### src/verilog/mips_debug_pkg.sv
`default_nettype none

package mips_debug_pkg;

    localparam int NB_DATA        = 32;
    localparam int NB_BYTE        = 8;
    localparam int NB_REG         = 5;
    localparam int NB_IADDR       = 6;                       // 64 instruction words
    localparam int NB_OP          = 6;
    localparam int NB_IMM         = 16;
    localparam int BYTES_PER_WORD = NB_DATA / NB_BYTE;
    localparam int NB_BYTE_IDX    = $clog2(BYTES_PER_WORD);

    localparam int OVERSAMPLING   = 16;                      // ticks per bit
    localparam int CLKS_PER_TICK  = 2;                       // 32 clocks per bit
    localparam int NB_OS_CNT      = $clog2(OVERSAMPLING);
    localparam int NB_BIT_CNT     = $clog2(NB_BYTE);
    localparam int NB_DIV_CNT     = $clog2(CLKS_PER_TICK);

    localparam logic [NB_DATA-1:0] HALT_WORD = '1;

    localparam logic [NB_BYTE-1:0] CMD_LOAD = 8'h4C;         // 'L'
    localparam logic [NB_BYTE-1:0] CMD_RUN  = 8'h43;         // 'C'
    localparam logic [NB_BYTE-1:0] CMD_STEP = 8'h53;         // 'S'

    typedef logic [NB_DATA-1:0]  word_t;
    typedef logic [NB_BYTE-1:0]  byte_t;
    typedef logic [NB_REG-1:0]   reg_idx_t;
    typedef logic [NB_IADDR-1:0] iaddr_t;
    typedef logic [NB_OP-1:0]    op_t;

    // opcode field, bits 31:26
    localparam op_t OP_RTYPE = 6'b000000;
    localparam op_t OP_BEQ   = 6'b000100;
    localparam op_t OP_ADDIU = 6'b001001;
    localparam op_t OP_ORI   = 6'b001101;
    localparam op_t OP_LUI   = 6'b001111;

    // funct field of R-type, bits 5:0
    localparam op_t FN_ADDU  = 6'b100001;
    localparam op_t FN_SUBU  = 6'b100011;
    localparam op_t FN_AND   = 6'b100100;
    localparam op_t FN_OR    = 6'b100101;
    localparam op_t FN_SLT   = 6'b101010;

endpackage

`default_nettype wire

### src/verilog/mips_debug_ifs.sv
`timescale 1ns/1ps
`default_nettype none

interface serial_if import mips_debug_pkg::*; ();
    byte_t rx_data;       // valid with rx_done
    logic  rx_done;       // one-cycle pulse
    byte_t tx_data;
    logic  tx_start;      // only while tx idle
    logic  tx_done;       // end of stop bit

    modport uart_side (output rx_data, rx_done, tx_done, input tx_data, tx_start);
    modport dbg_side  (input rx_data, rx_done, tx_done, output tx_data, tx_start);
endinterface

interface core_dbg_if import mips_debug_pkg::*; ();
    logic     core_rst;   // clears pc and registers
    logic     imem_we;
    iaddr_t   imem_addr;
    word_t    imem_data;
    logic     run;        // level, core steps while high
    logic     prog_end;   // HALT sits at pc
    reg_idx_t dump_addr;
    word_t    dump_data;  // combinational read

    modport dbg_side (
        output core_rst, imem_we, imem_addr, imem_data, run, dump_addr,
        input  prog_end, dump_data
    );
    modport core_side (
        input  core_rst, imem_we, imem_addr, imem_data, run, dump_addr,
        output prog_end, dump_data
    );
endinterface

`default_nettype wire

### src/verilog/debug_unit.sv
`timescale 1ns/1ps
`default_nettype none

module debug_unit import mips_debug_pkg::*; (
    input  wire           i_clk,
    input  wire           i_rst,
    serial_if.dbg_side    sif,
    core_dbg_if.dbg_side  dbg
);
    typedef enum logic [2:0] {ST_IDLE, ST_LOAD, ST_RUN, ST_STEP, ST_DUMP} dbg_state_t;

    dbg_state_t             state;
    logic [NB_BYTE_IDX-1:0] byte_cnt;   // byte within word, load and dump
    iaddr_t                 load_addr;
    reg_idx_t               dump_idx;
    word_t                  word_buf;
    word_t                  next_word;
    logic                   tx_busy;    // waiting for tx_done

    assign next_word     = {word_buf[NB_DATA-NB_BYTE-1:0], sif.rx_data};  // msb first
    assign dbg.run       = (state == ST_RUN) || (state == ST_STEP);
    assign dbg.dump_addr = dump_idx;

    always_ff @(posedge i_clk) begin
        sif.tx_start <= 1'b0;
        dbg.imem_we  <= 1'b0;
        dbg.core_rst <= 1'b0;
        if (i_rst) begin
            state     <= ST_IDLE;
            byte_cnt  <= '0;
            load_addr <= '0;
            dump_idx  <= '0;
            tx_busy   <= 1'b0;
        end else begin
            case (state)
                ST_IDLE: begin
                    if (sif.rx_done) begin
                        case (sif.rx_data)
                            CMD_LOAD: begin
                                dbg.core_rst <= 1'b1;         // fresh registers and pc
                                byte_cnt     <= '0;
                                load_addr    <= '0;
                                state        <= ST_LOAD;
                            end
                            CMD_RUN:  state <= ST_RUN;
                            CMD_STEP: state <= ST_STEP;
                            default:  state <= ST_IDLE;       // unknown byte
                        endcase
                    end
                end
                ST_LOAD: begin
                    if (dbg.imem_we && dbg.imem_data == HALT_WORD) begin
                        state <= ST_IDLE;                     // program complete
                    end else if (sif.rx_done) begin
                        word_buf <= next_word;
                        byte_cnt <= byte_cnt + 1'b1;
                        if (byte_cnt == NB_BYTE_IDX'(BYTES_PER_WORD - 1)) begin
                            dbg.imem_we   <= 1'b1;
                            dbg.imem_addr <= load_addr;
                            dbg.imem_data <= next_word;
                            load_addr     <= load_addr + 1'b1;
                        end
                    end
                end
                ST_RUN: begin
                    if (dbg.prog_end) begin
                        dump_idx <= '0;
                        byte_cnt <= '0;
                        state    <= ST_DUMP;
                    end
                end
                ST_STEP: begin                                // run high one cycle
                    dump_idx <= '0;
                    byte_cnt <= '0;
                    state    <= ST_DUMP;
                end
                ST_DUMP: begin
                    if (!tx_busy) begin
                        sif.tx_start <= 1'b1;
                        sif.tx_data  <= dbg.dump_data[(BYTES_PER_WORD - 1 - byte_cnt) * NB_BYTE
                                                      +: NB_BYTE];
                        tx_busy      <= 1'b1;
                    end else if (sif.tx_done) begin
                        tx_busy  <= 1'b0;
                        byte_cnt <= byte_cnt + 1'b1;
                        if (byte_cnt == NB_BYTE_IDX'(BYTES_PER_WORD - 1)) begin
                            dump_idx <= dump_idx + 1'b1;
                            if (dump_idx == '1) begin
                                state <= ST_IDLE;             // all 32 registers sent
                            end
                        end
                    end
                end
                default: state <= ST_IDLE;
            endcase
        end
    end

    a_we_in_load: assert property (@(posedge i_clk) disable iff (i_rst)
        dbg.imem_we |-> state == ST_LOAD);

endmodule

`default_nettype wire

### src/flat_wrapper.sv
// flat-port wrapper written by rule: the top's interface ports become plain ports
module debug_unit_flat import mips_debug_pkg::*;
  (i_clk, i_rst, sif_rx_data, sif_rx_done, sif_tx_done, sif_tx_data, sif_tx_start, dbg_core_rst, dbg_imem_we, dbg_imem_addr, dbg_imem_data, dbg_run, dbg_dump_addr, dbg_prog_end, dbg_dump_data);
  serial_if sif_i ();
  core_dbg_if dbg_i ();
  input  wire i_clk;
  input  wire i_rst;
  input wire logic [$bits(sif_i.rx_data)-1:0] sif_rx_data;
  input wire logic [$bits(sif_i.rx_done)-1:0] sif_rx_done;
  input wire logic [$bits(sif_i.tx_done)-1:0] sif_tx_done;
  output wire logic [$bits(sif_i.tx_data)-1:0] sif_tx_data;
  output wire logic [$bits(sif_i.tx_start)-1:0] sif_tx_start;
  output wire logic [$bits(dbg_i.core_rst)-1:0] dbg_core_rst;
  output wire logic [$bits(dbg_i.imem_we)-1:0] dbg_imem_we;
  output wire logic [$bits(dbg_i.imem_addr)-1:0] dbg_imem_addr;
  output wire logic [$bits(dbg_i.imem_data)-1:0] dbg_imem_data;
  output wire logic [$bits(dbg_i.run)-1:0] dbg_run;
  output wire logic [$bits(dbg_i.dump_addr)-1:0] dbg_dump_addr;
  input wire logic [$bits(dbg_i.prog_end)-1:0] dbg_prog_end;
  input wire logic [$bits(dbg_i.dump_data)-1:0] dbg_dump_data;
  assign sif_i.rx_data = sif_rx_data;
  assign sif_i.rx_done = sif_rx_done;
  assign sif_i.tx_done = sif_tx_done;
  assign sif_tx_data = sif_i.tx_data;
  assign sif_tx_start = sif_i.tx_start;
  assign dbg_core_rst = dbg_i.core_rst;
  assign dbg_imem_we = dbg_i.imem_we;
  assign dbg_imem_addr = dbg_i.imem_addr;
  assign dbg_imem_data = dbg_i.imem_data;
  assign dbg_run = dbg_i.run;
  assign dbg_dump_addr = dbg_i.dump_addr;
  assign dbg_i.prog_end = dbg_prog_end;
  assign dbg_i.dump_data = dbg_dump_data;
  debug_unit u_core (.i_clk(i_clk), .i_rst(i_rst), .sif(sif_i), .dbg(dbg_i));
endmodule
### config.mk
export PLATFORM = sky130hd
export DESIGN_NAME = debug_unit_flat
export DESIGN_NICKNAME = d
export VERILOG_FILES = /design/src/verilog/mips_debug_pkg.sv /design/src/verilog/mips_debug_ifs.sv /design/src/verilog/debug_unit.sv /design/src/flat_wrapper.sv
export SDC_FILE = /design/constraint.sdc
export NUM_CORES = 1
export LEC_CHECK = 0
export ABC_AREA = 1
export BUFFER_PORTS_ARGS = -buffer_cell sky130_fd_sc_hd__buf_2
export CAP_MARGIN = 15
export CORE_MARGIN = 5
export CORE_UTILIZATION = 44
export CTS_CLUSTER_SIZE = 28
export DETAILED_ROUTE_END_ITERATION = 12
export HOLD_SLACK_MARGIN = 0.08
export PLACE_DENSITY = 0.69
export SETUP_SLACK_MARGIN = 0.2
export SLEW_MARGIN = 20
export SYNTH_ARGS = -nofsm -noshare
export SYNTH_HDL_FRONTEND = slang
export SYNTH_SLANG_ARGS = --single-unit
export TNS_END_PERCENT = 30
### constraint.sdc
create_clock -name i_clk -period 5.85 [get_ports i_clk]
set_input_delay 0.2925 -clock i_clk [delete_from_list [all_inputs] [get_ports i_clk]]
set_output_delay 0.2925 -clock i_clk [all_outputs]
set_load 0.005 [all_outputs]
Word level (Yosys, flattened, before mapping) --
Index checks and enable logic that the tools add are counted.
Storage, ports and cells: register bits after elaboration 90, bits in latches 0, RAM bits 0, memory bits (read-only) 0, output and inout port bits 55, memories kept 0
Cells by class: $add $sub $neg 4, $mul 0, divide/modulo/power cells 0, magnitude comparators 0, equality and inequality tests 21, shift operators 1, multiplexer cells 33, bitwise operators 7, reductions and logical operators 16
Operator list (count):
- $shiftx 32x33->8 | 1
- $eq 32x32->1 const B | 1
- $mux 6 | 5
- $eq 8x7->1 const B | 3
- $mux 3 | 7
- $mux 5 | 4
- $pmux 3 s5 | 1
- $pmux 5 s3 | 1
- $mux 2 | 7
- $ne 2x2->1 const B | 6
- $pmux 6 s2 | 1
- $ne 2x1->1 const B | 5
- $pmux 2 s5 | 1
- $reduce_and 5->1 | 2
- $reduce_and 8->1 | 1
- $not 1->1 | 7
- $reduce_and 7->1 | 1
- $add 6x1->6 const B | 1
- $eq 3x2->1 const B | 2
- $pmux 2 s3 | 1
- $reduce_and 6->1 | 1
- $add 5x1->5 const B | 1
- $eq 5x5->1 const B | 1
- $mux 1 | 5
- 16 further kinds | 16

Longest topological paths before layout --
Gate-level depths: netlist (run 1).
depth after elaboration 6, gate-level depth with buffers 12

Worst setup path after synthesis (run 1) --
Ideal clock, no wire load.
path kind flip-flop to flip-flop, start point reg u_core.state[2], end point reg u_core.dbg.imem_addr[0] (enable), arrival time 4.441 ns, required time 5.322 ns, setup slack 0.881 ns, cell stages (with the launch flop) 6, path buffers 0, cells stage by stage dfxtp_1 > nor2_1 > nand2_1 > inv_2 > nand2_1 > nor4_1
Between the ends: longest elaborated chain between the ends 2
Ends and longest elaborated chain:
- start: declaration | RTL line debug_unit.sv:12 | dbg_state_t state;
- start signal: assignment | RTL line debug_unit.sv:29 | state <= ST_IDLE;
- start signal: assignment | RTL line debug_unit.sv:43 | state <= ST_LOAD;
- start signal: assignment | RTL line debug_unit.sv:45 | CMD_RUN: state <= ST_RUN;
- $eq 3x1->1 | RTL line debug_unit.sv:35 | case (state)
- $reduce_and 5->1 (no line)
- end signal: assignment | RTL line debug_unit.sv:59 | dbg.imem_addr <= load_addr;
- end: declaration | RTL line mips_debug_ifs.sv:26 | output core_rst, imem_we, imem_addr, imem_data, run, dump_addr,
Every way passes these cells. A chain may end at the register's enable or synchronous reset.

Final worst setup path (run 1) --
start point reg u_core.byte_cnt[0], end point reg u_core.dbg.imem_data[28] (enable)
Between the ends: longest elaborated chain between the ends 2
Ends and longest elaborated chain:
- start: declaration | RTL line debug_unit.sv:13 | logic [NB_BYTE_IDX-1:0] byte_cnt;
- start signal: assignment | RTL line debug_unit.sv:56 | byte_cnt <= byte_cnt + 1'b1;
- start signal: assignment | RTL line debug_unit.sv:85 | byte_cnt <= byte_cnt + 1'b1;
- $eq 2x2->1 | RTL line debug_unit.sv:57 | if (byte_cnt == NB_BYTE_IDX'(BYTES_PER_WORD - 1)) begin
- $reduce_and 5->1 (no line)
- end signal: assignment | RTL line debug_unit.sv:60 | dbg.imem_data <= next_word;
- end: declaration | RTL line mips_debug_ifs.sv:26
Every way passes these cells.

==> results.json, run 1 <==
{
  "drv.max_cap_violation_count": 0,
  "clock_tree.root_cell": "sky130_fd_sc_hd__clkbuf_8",
  "detail_route.wirelength.met1_mm": 3.14,
  "postCtsSetupBuffers": 0,
  "drc": 0,
  "synthToLayoutAreaGrowth_pct": 22.5,
  "netlist.top_cell.by_area": "sky130_fd_sc_hd__edfxtp_1",
  "synth_enable_flop_cells": 70,
  "yosysTopAreaCellShare": 0.580,
  "met2_wirelength_mm": 3.62,
  "highest_layer": "met4",
  "count_of_distinct_cell_types_in_the_synthesized_netlist": 31,
  "wire_length_of_the_first_global_routing_pass_mm": 11.6,
  "internal_power_mw": 1.08,
  "critical_path.endpoint": "u_core.dbg.imem_data[28]$_DFFE_PP_",
  "r2r_path_end": "u_core.dbg.imem_data[28]$_DFFE_PP_",
  "rr_worst_depth": 4,
  "grtUsageTotal": 0.144,
  "finish.net_count": 481,
  "rows": 33,
  "synth_top_cells_by_count": "sky130_fd_sc_hd__edfxtp_1 (70), sky130_fd_sc_hd__nand2_1 (57), sky130_fd_sc_hd__nor2_1 (54)",
  "cts_repair_resize_count": 0,
  "layout.area.seq_mm2": 0.00250,
  "portBuffers": 99,
  "postRouteWirelength_mm": 7.31,
  "net-switching-power_mw": 0.500,
  "rr_startpoint": "u_core.byte_cnt[0]$_SDFFE_PP0P_",
  "report.final.hold_viol_count": 0,
  "number_of_antenna_violations_at_the_first_check_in_global_routing": 0,
  "cts-buffers-inserted": 9,
  "synth_async_reset_ratio": 0,
  "antenna_left": 0,
  "grt_start_max_net_pins": 39,
  "power.static_leakage_nw": 1.81,
  "grt_remaining_overflow": 0,
  "worst_pin_slew_ns": 0.675,
  "worst_skew_pair.late_latency_ns": 0.36,
  "fin_skew_ns": 0.00843,
  "cts_hold_buffers": 0,
  "ioPinCount": 100,
  "power-per-cell-area_mw_per_mm2": 355,
  "rsz_0062_raised_after_global_routing": "false",
  "first_pass_iters": 4,
  "timing.critical_path.required_ns": 5.86,
  "cts_tree": "built",
  "combinationalPowerShare": 0.230,
  "setup_violations": 0,
  "final_core_utilization": 0.546,
  "first_global_vias": 2469,
  "switching_share": 0.317,
  "multi_input_area_um2": 998,
  "relative_slew_slack": 0.548,
  "met3_wirelength_um": 358,
  "share_seq_of_total_power": 0.505,
  "dieWidth_um": 101,
  "post_route_cells_drive_above_1_share": 0.309,
  "synthCells": 326,
  "hold_path_class": "in2reg",
  "status": "complete, no violations",
  "synth_nets": 375,
  "diodes": 0,
  "post_drt_via_cell_ratio": 4.83,
  "gp_routability_congestion": 0.854,
  "arrival_time_of_the_worst_setup_path_ns": 2.13,
  "p_clk_frac": 0.265,
  "worstSetupStartpoint": "u_core.byte_cnt[0]$_SDFFE_PP0P_",
  "finalHoldWorstSlack_ns": 0.136,
  "yosys_warn_count": 0,
  "fillers": 736,
  "synth.yosys.seq_area_share": 0.690,
  "layout_min_cycle_time_ns": 2.12,
  "die_h_um": 101,
  "syn_area_per_cell_um2": 11.1,
  "clock.fmax_mhz": 471,
  "clk_pin_slew_worst_paths_ns": 0.09,
  "route.vias.total": 2617,
  "detailedRoute.firstIterationViolations": 80,
  "setup_total_negative_slack_ns": 0,
  "clock_sinks": 90,
  "worst_setup_sp_type": "flop",
  "detailed_place_hpwl_mm": 5.43,
  "area_enclosed_by_the_die_boundary_mm2": 0.0102,
  "ir_drop_uv": 140,
  "critical_path.max_fanout": 38,
  "post-synth-top-count-cell": "sky130_fd_sc_hd__edfxtp_1",
  "starting_utilization_of_the_core_area": 0.446,
  "synth.cell_area_mm2": 0.00362,
  "startpoint_to_endpoint_class_of_the_critical_path": "reg2reg",
  "ff2ff_setup_slack_ns": 3.73,
  "ranking_of_synthesized_cells_by_area": "sky130_fd_sc_hd__edfxtp_1 (58%), sky130_fd_sc_hd__dfxtp_1 (11%), sky130_fd_sc_hd__nand2_1 (5.9%)",
  "kind_of_capture_point_of_the_worst_setup_path": "flop",
  "slew_viol_final": 0,
  "ctsHtreeMaxLevel": 3,
  "fin_crit_sh": 0.363,
  "yosys_register_bits": 90,
  "synth_flop_cell": "sky130_fd_sc_hd__edfxtp_1",
  "drt-wirelength-per-cell_um": 13.5,
  "clk_path_buf_depth": 2,
  "floorplan.core_area_mm2": 0.00813
}
routing by layer:
layer | global-route usage | vias up
met3 | 0.0215 | 17
li1 | - | 1339
met5 | 0 | -
met1 | 0.185 | 1200
met2 | 0.238 | 61
met4 | 0.0684 | 0
worst min-delay path by stage:
stage	start	end	slack (ns)	cells past startpoint
floorplan	i_rst	u_core.dbg.imem_we$_SDFF_PP0_	0.37	1
global placement	u_core.word_buf[17]$_DFFE_PN_	u_core.dbg.imem_data[25]$_DFFE_PP_	0.40	0
detailed placement	u_core.word_buf[20]$_DFFE_PN_	u_core.dbg.imem_data[28]$_DFFE_PP_	0.41	0
CTS	sif_rx_data[6]	u_core.dbg.imem_data[6]$_DFFE_PP_	0.12	1
global route	sif_rx_data[6]	u_core.dbg.imem_data[6]$_DFFE_PP_	0.12	1
finish	sif_rx_data[6]	u_core.dbg.imem_data[6]$_DFFE_PP_	0.14	1
cells in the final DEF (no fill, tap or decap), drive strengths merged, types with 5 or more instances in the layout:
cell    instances
a21oi          13
buf           101
clkbuf          9
dfxtp          20
edfxtp         70
inv            27
nand2          62
nand3          17
nor2           58
nor3            5
o21ai          22
o22ai           8
power by group through the flow:
stage          logic [mW]  clock network [mW]  registers [mW]
6_report            0.362               0.418           0.796
5_1_grt             0.418               0.460           0.804
4_1_cts             0.363               0.429           0.795
3_5_place_dp        0.360                   0           0.809
3_3_place_gp        0.349                   0           0.807
2_1_floorplan       0.288                   0           0.791
sequential cells by signal, indices dropped and copies added, names as in the netlist:
name,count
u_core.dbg.imem_we,1
u_core.state,3
u_core.dbg.dump_addr,5
u_core.dbg.core_rst,1
u_core.dbg.imem_addr,6
u_core.tx_busy,1
u_core.word_buf,24
u_core.sif.tx_data,8
u_core.sif.tx_start,1
u_core.byte_cnt,2
u_core.load_addr,6
u_core.dbg.imem_data,32
critical path: stages, from the launching register on:
cell	delay, ns
sky130_fd_sc_hd__dfxtp_1	0.72
sky130_fd_sc_hd__ha_1	0.28
sky130_fd_sc_hd__inv_1	0.09
sky130_fd_sc_hd__nor4_2	0.21
sky130_fd_sc_hd__buf_4	0.45
layout make-up:
type	instances	share of cell area
clock buffers	9	0.0279
flip-flops and latches	90	0.564
clock inverters	7	0.0169
multi-input cells	204	0.225
repair buffers	101	0.115
inverters	26	0.0220
well taps	105	0.0296
cells by family (layout without fill, tap and decap cells):
family	after synthesis	count (layout)	share of synthesized area
simple gates	152	152	0.184
flops	90	90	0.690
xor+xnor	2	2	0.00483
compound gates	46	46	0.0694
fa+ha+maj	4	4	0.0138
buf+inv	32	143	0.0373
stage by stage:
step | power (mW) | cell area [µm²] | setup WS [ns] | cells
after floorplan | 1.08 | 3620 | 0.881 | 326
after global placement | 1.16 | 4240 | 3.84 | 526
after detailed placement | 1.17 | 4240 | 3.77 | 526
after CTS | 1.59 | 4440 | 3.75 | 542
after global routing | 1.68 | 4440 | 3.63 | 542
final | 1.58 | 4440 | 3.73 | 542
(Power assumes the default switching activity.)
==> run 2: changes to the inputs <==
==> constraint.sdc (replaced) <==
create_clock -name i_clk -period 2 [get_ports i_clk]
set_input_delay 0.1 -clock i_clk [delete_from_list [all_inputs] [get_ports i_clk]]
set_output_delay 0.1 -clock i_clk [all_outputs]
set_load 0.005 [all_outputs]
==> run 2 against run 1 <==
  * Non-clock buffer count grew 31
  * Power grew to 3.1 times the previous value
  * Utilization grew 4.6 points
  * First-iteration DRC count grew 41%
  * Maximum frequency grew 17%
  * Setup slack lost 3.5 ns
  * Design area grew 8.4%
  * Clock power grew to 3.0 times the previous value
  * Critical path depth grew 6
  * Sequential share of layout area shrank 4.4 points
  * Die area is the same
  * Clock skew grew 0.0024 ns
  * Critical path type unchanged
  * Highest routed layer unchanged
==> results.json, run 2 (same netlist as run 1, synthesis figures left out) <==
{
  "fin_crit_sh": 0.905,
  "power.static_leakage_nw": 1.99,
  "fillers": 672,
  "grt_remaining_overflow": 0,
  "timing.critical_path.required_ns": 2.08,
  "cp.depth": 10,
  "power.total_mw": 4.84,
  "clock.fmax_mhz": 553,
  "die_h_um": 101,
  "critical_path_buf_inv_count": 3,
  "placement.cell_area_mm2": 0.00438,
  "finish.net_count": 513,
  "clk_path_buf_depth": 2,
  "wire_length_of_the_first_global_routing_pass_mm": 12.5,
  "setup_violations": 0,
  "ff2ff_setup_slack_ns": 0.19,
  "first_pass_iters": 4,
  "kind_of_capture_point_of_the_worst_setup_path": "flop",
  "drt-wirelength-per-cell_um": 14.4,
  "clock_tree.root_cell": "sky130_fd_sc_hd__clkbuf_8",
  "ioPinCount": 100,
  "post_route_cells_drive_above_1_share": 0.358,
  "post_drt_via_cell_ratio": 4.85,
  "fin_skew_ns": 0.0108,
  "antenna_left": 0,
  "final_area_mm2": 0.00481,
  "area_enclosed_by_the_die_boundary_mm2": 0.0102,
  "power-per-cell-area_mw_per_mm2": 1010,
  "dieWidth_um": 101,
  "critical_path.max_fanout": 9,
  "relative_slew_slack": 0.580,
  "critical_path.top_delay_family": "simple AND/OR/NAND/NOR gates",
  "worstSetupStartpoint": "u_core.dbg.imem_data[17]$_DFFE_PP_",
  "grtUsageTotal": 0.158,
  "portBuffers": 99,
  "top_register": "u_core.dbg.imem_data",
  "ir_drop_uv": 394,
  "floorplan.core_area_mm2": 0.00813,
  "detailed_place_hpwl_mm": 5.60,
  "status": "complete, no violations",
  "worst_pin_slew_ns": 0.628,
  "clock_sinks": 90,
  "arrival_time_of_the_worst_setup_path_ns": 1.89,
  "rr_startpoint": "u_core.dbg.imem_data[17]$_DFFE_PP_",
  "rows": 33,
  "synthToLayoutAreaGrowth_pct": 32.8,
  "largest_registers": "u_core.dbg.imem_data (32), u_core.word_buf (24), u_core.sif.tx_data (8)",
  "layout.cells.most_common": "sky130_fd_sc_hd__buf_2",
  "rr_worst_depth": 10,
  "slew_viol_final": 0,
  "first_global_vias": 2692,
  "gp_routability_congestion": 0.851,
  "worst_setup_sp_type": "flop",
  "startpoint_to_endpoint_class_of_the_critical_path": "reg2reg",
  "drc": 0,
  "layout_min_cycle_time_ns": 1.81,
  "rsz_0062_raised_after_global_routing": "true",
  "library_cell_contributing_the_largest_single_delay_on_the_critical_path": "sky130_fd_sc_hd__edfxtp_1",
  "number_of_antenna_violations_at_the_first_check_in_global_routing": 0,
  "cts-buffers-inserted": 9,
  "ctsHtreeMaxLevel": 3,
  "grt_start_max_net_pins": 39,
  "clk_pin_slew_worst_paths_ns": 0.09,
  "report.final.hold_viol_count": 0,
  "route.vias.total": 2786,
  "final_cell_mix": "sky130_fd_sc_hd__buf_2 (99), sky130_fd_sc_hd__edfxtp_1 (70), sky130_fd_sc_hd__nand2_1 (55), sky130_fd_sc_hd__nor2_1 (50), sky130_fd_sc_hd__o21ai_0 (21)",
  "max_reg_flops": 32,
  "drv.max_cap_violation_count": 0,
  "diodes": 0,
  "worst_hold_path.num_cells": 3,
  "worst_hold_startpoint": "dbg_dump_data[28]",
  "cp_cell_sequence": "nand2_1 -> nor2_1 -> nand2_1 -> nor2_2 -> nand3_2 -> nand2_4 -> buf_6 -> nor4_4 -> buf_4 -> buf_4",
  "max_stage_delay_ns": 0.40,
  "finalHoldWorstSlack_ns": 0.0878,
  "critical_path.endpoint": "u_core.dbg.imem_data[19]$_DFFE_PP_",
  "cts_tree": "built",
  "final_core_utilization": 0.592,
  "hold_path_class": "in2reg",
  "starting_utilization_of_the_core_area": 0.446,
  "postRouteWirelength_mm": 8.28,
  "worst_skew_pair.late_latency_ns": 0.36,
  "detailedRoute.firstIterationViolations": 113,
  "r2r_path_end": "u_core.dbg.imem_data[19]$_DFFE_PP_"
}
run 2: cell types whose count changed in the layout (fill, tap and decap cells not counted), moves of 2 or more:
| cell | previous run | this run |
|---|---|---|
| sky130_fd_sc_hd__nor3_4 | 0 | 2 |
| sky130_fd_sc_hd__dlygate4sd3_1 | 0 | 8 |
| sky130_fd_sc_hd__clkinv_4 | 0 | 2 |
| sky130_fd_sc_hd__nand2_1 | 57 | 55 |
| sky130_fd_sc_hd__buf_4 | 2 | 18 |
| sky130_fd_sc_hd__buf_8 | 0 | 2 |
| sky130_fd_sc_hd__buf_6 | 0 | 3 |
| sky130_fd_sc_hd__clkbuf_16 | 0 | 2 |
| sky130_fd_sc_hd__nor2_2 | 2 | 6 |
| sky130_fd_sc_hd__nor2_1 | 54 | 50 |
run 2: worst min path at each step:
stage	endpoint
after floorplan	u_core.dbg.imem_we$_SDFF_PP0_
after global placement	u_core.dbg.imem_data[7]$_DFFE_PP_
after detailed placement	u_core.dbg.imem_data[6]$_DFFE_PP_
after CTS	u_core.sif.tx_data[4]$_DFFE_PP_
after global routing	u_core.sif.tx_data[0]$_DFFE_PP_
final	u_core.sif.tx_data[4]$_DFFE_PP_
run 2: power by group:
group          internal (mW)  switching [mW]
registers               2.19          0.0722
clock network          0.590           0.663
logic                  0.499           0.825
run 2: per-stage QoR:
step                      instances  setup slack (ns)  setup TNS, ns
final                           574             0.191              0
after floorplan                 326            -0.490         -21.92
after global routing            574             0.110              0
after global placement          538            0.0245              0
after detailed placement        538           -0.0141         -0.328
after CTS                       563             0.150              0
run 2: worst reg2reg max path: stages (launching register included):
cell                       delay [ns]
sky130_fd_sc_hd__edfxtp_1        0.40
sky130_fd_sc_hd__nand2_1         0.10
sky130_fd_sc_hd__nor2_1          0.05
sky130_fd_sc_hd__nand2_1         0.08
sky130_fd_sc_hd__nor2_2          0.05
sky130_fd_sc_hd__nand3_2         0.08
sky130_fd_sc_hd__nand2_4         0.08
sky130_fd_sc_hd__buf_6           0.14
sky130_fd_sc_hd__nor4_4          0.18
sky130_fd_sc_hd__buf_4           0.19
sky130_fd_sc_hd__buf_4           0.18
run 2: final cells by class:
class                   instances  area [µm²]  area share
clock buffers                   9         124      0.0257
clock inverters                 7        77.6      0.0161
inverters                      26        97.6      0.0203
multi-input cells             205        1050       0.219
flip-flops and latches         90        2500       0.520
well taps                     105         131      0.0273
repair buffers                132         825       0.171
run 2: repair_timing:
action / CTS / global route
endpoints found under the hold margin: 16 / 0
gates cloned: 1 / 5
pin swaps: 1 / 4
setup endpoints to repair: 62 / 68
gates resized for setup: 1 / 10
hold buffers: 8 / 0
setup buffers: 0 / 6
run 2: metal layers:
layer / GRT usage / vias to the layer above / part of all wire
met5: 0 / - / 0
met4: 0.0829 / 0 / 0.028
met3: 0.0249 / 20 / 0.055
met2: 0.256 / 79 / 0.50
met1: 0.204 / 1284 / 0.42
li1: - / 1403 / -
==> run 3: changes to the inputs <==
==> constraint.sdc (replaced) <==
create_clock -name i_clk -period 2 [get_ports i_clk]
set_input_delay 0.4 -clock i_clk [delete_from_list [all_inputs] [get_ports i_clk]]
set_output_delay 0.4 -clock i_clk [all_outputs]
set_load 0.005 [all_outputs]
==> run 3 against run 2 <==
  * Die area is the same
  * Combinational power is essentially flat
  * Register-to-register slack is essentially flat
  * Sequential cell count is the same
  * Clock skew shrank 0.0020 ns
  * Critical path type unchanged
  * Critical endpoint is now u_core.dbg.imem_data[10]$_DFFE_PP_
  * Largest cell class unchanged
  * Largest power group unchanged
==> results.json, run 3 (same netlist as run 1, synthesis figures left out) <==
{
  "clock_tree.root_cell": "sky130_fd_sc_hd__clkbuf_8",
  "placed_cells": 539,
  "relative_slew_slack": 0.629,
  "finish.net_count": 505,
  "layout_min_cycle_time_ns": 1.82,
  "first_global_vias": 2511,
  "die_h_um": 101,
  "grt_start_max_net_pins": 39,
  "worst_skew_pair.late_latency_ns": 0.35,
  "top_register": "u_core.dbg.imem_data",
  "postRouteWirelength_mm": 8.05,
  "final_cell_mix": "sky130_fd_sc_hd__buf_2 (99), sky130_fd_sc_hd__edfxtp_1 (70), sky130_fd_sc_hd__nand2_1 (55), sky130_fd_sc_hd__nor2_1 (51), sky130_fd_sc_hd__o21ai_0 (21)",
  "critical_path.max_fanout": 9,
  "clk_pin_slew_worst_paths_ns": 0.09,
  "starting_utilization_of_the_core_area": 0.446,
  "power.total_mw": 4.95,
  "worst_setup_sp_type": "flop",
  "rsz_0062_raised_after_global_routing": "true",
  "first_pass_iters": 4,
  "layout.cells.most_common": "sky130_fd_sc_hd__buf_2",
  "report.final.hold_viol_count": 0,
  "setup_violations": 0,
  "post_route_cells_drive_above_1_share": 0.358,
  "antenna_left": 0,
  "clock_sinks": 90,
  "grtUsageTotal": 0.150,
  "post_drt_via_cell_ratio": 4.89,
  "diodes": 0,
  "drt-wirelength-per-cell_um": 14.2,
  "clk_path_buf_depth": 2,
  "fin_crit_sh": 0.911,
  "multi_input_area_mm2": 0.00105,
  "max_reg_flops": 32,
  "area_enclosed_by_the_die_boundary_mm2": 0.0102,
  "cts_tree": "built",
  "worst_pin_slew_ns": 0.555,
  "floorplan.core_area_mm2": 0.00813,
  "largest_registers": "u_core.dbg.imem_data (32), u_core.word_buf (24), u_core.sif.tx_data (8)",
  "fillers": 662,
  "ir_drop_uv": 451,
  "wire_length_of_the_first_global_routing_pass_mm": 11.9,
  "slew_viol_final": 0,
  "cts_hold_buffers": 0,
  "number_of_antenna_violations_at_the_first_check_in_global_routing": 0,
  "detailed_place_hpwl_mm": 5.66,
  "arrival_time_of_the_worst_setup_path_ns": 1.89,
  "grt_remaining_overflow": 0,
  "fin_skew_ns": 0.00883,
  "rr_worst_depth": 10,
  "ioPinCount": 100,
  "cts-buffers-inserted": 9,
  "dieWidth_um": 101,
  "timing.critical_path.required_ns": 2.07,
  "rows": 33,
  "portBuffers": 99,
  "drc": 0,
  "finalNonFillerCells": 566,
  "power-per-cell-area_mw_per_mm2": 1040,
  "clock.fmax_mhz": 549,
  "route.vias.total": 2765,
  "hold_path_class": "in2reg",
  "kind_of_capture_point_of_the_worst_setup_path": "flop",
  "ctsHtreeMaxLevel": 3,
  "synthToLayoutAreaGrowth_pct": 31.5,
  "detailedRoute.firstIterationViolations": 140,
  "layout.area.seq_mm2": 0.00250,
  "status": "complete, no violations",
  "startpoint_to_endpoint_class_of_the_critical_path": "reg2reg",
  "worst_hold_path.num_cells": 1,
  "drv.max_cap_violation_count": 0,
  "power.static_leakage_nw": 1.97,
  "gp_routability_congestion": 0.849
}
## run 3: report_power, final
part | switching (mW) | total (mW) | internal (mW) | leakage [nW]
Combinational | 0.819 | 1.35 | 0.528 | 1.06
Clock | 0.624 | 1.34 | 0.714 | 0.108
Sequential | 0.0733 | 2.26 | 2.19 | 0.796
## run 3: cell type report
class                      instances  share of cell area
tap                              105              0.0276
clock inverter                     5              0.0181
timing repair buffer             124               0.161
multi-input combinational        205               0.221
clock buffer                      11              0.0276
sequential                        90               0.525
inverter                          26              0.0205
## run 3: worst paths after layout
path	from	slack, ns	end
hold / removal	sif_rx_data[7]	0.25	u_core.dbg.imem_data[7]$_DFFE_PP_
setup / recovery	u_core.dbg.imem_data[21]$_DFFE_PP_	0.18	u_core.dbg.imem_data[10]$_DFFE_PP_
hold reg to reg	u_core.word_buf[19]$_DFFE_PN_	0.42	u_core.dbg.imem_data[27]$_DFFE_PP_
setup reg to reg	u_core.dbg.imem_data[21]$_DFFE_PP_	0.18	u_core.dbg.imem_data[10]$_DFFE_PP_
## run 3: metal layers
layer,up-vias,routed length [µm],GRT usage
li1,1386,-,-
met1,1290,3500,0.191
met2,75,3940,0.252
met3,14,425,0.0284
met4,0,186,0.0622
met5,-,0,0
## run 3: per-stage QoR
stage	hold slack [ns]	worst slack [ns]	utilization	setup TNS, ns	area [µm²]
floorplan	0.400	-0.490	-	-21.92	3660
global placement	0.406	0.0266	0.539	0	4380
detailed placement	0.405	-0.0164	0.539	-0.384	4380
CTS	0.234	0.139	0.568	0	4620
global route	0.237	0.0640	0.586	0	4770
finish	0.248	0.179	0.586	0	4770
## run 3: critical path, stage by stage, from the launching register on
cell,delay [ns]
sky130_fd_sc_hd__edfxtp_1,0.40
sky130_fd_sc_hd__nand2_1,0.10
sky130_fd_sc_hd__nor2_1,0.05
sky130_fd_sc_hd__nand2_1,0.07
sky130_fd_sc_hd__nor2_2,0.05
sky130_fd_sc_hd__nand3_2,0.07
sky130_fd_sc_hd__nand2_4,0.07
sky130_fd_sc_hd__buf_6,0.13
sky130_fd_sc_hd__nor4_4,0.25
sky130_fd_sc_hd__buf_6,0.20
sky130_fd_sc_hd__buf_8,0.15
## run 3: what timing repair did
action,in CTS,in global routing
gates cloned,1,5
endpoints found under the setup margin,62,65
setup buffers,0,5
pin swaps,1,6
gates resized for setup,1,8
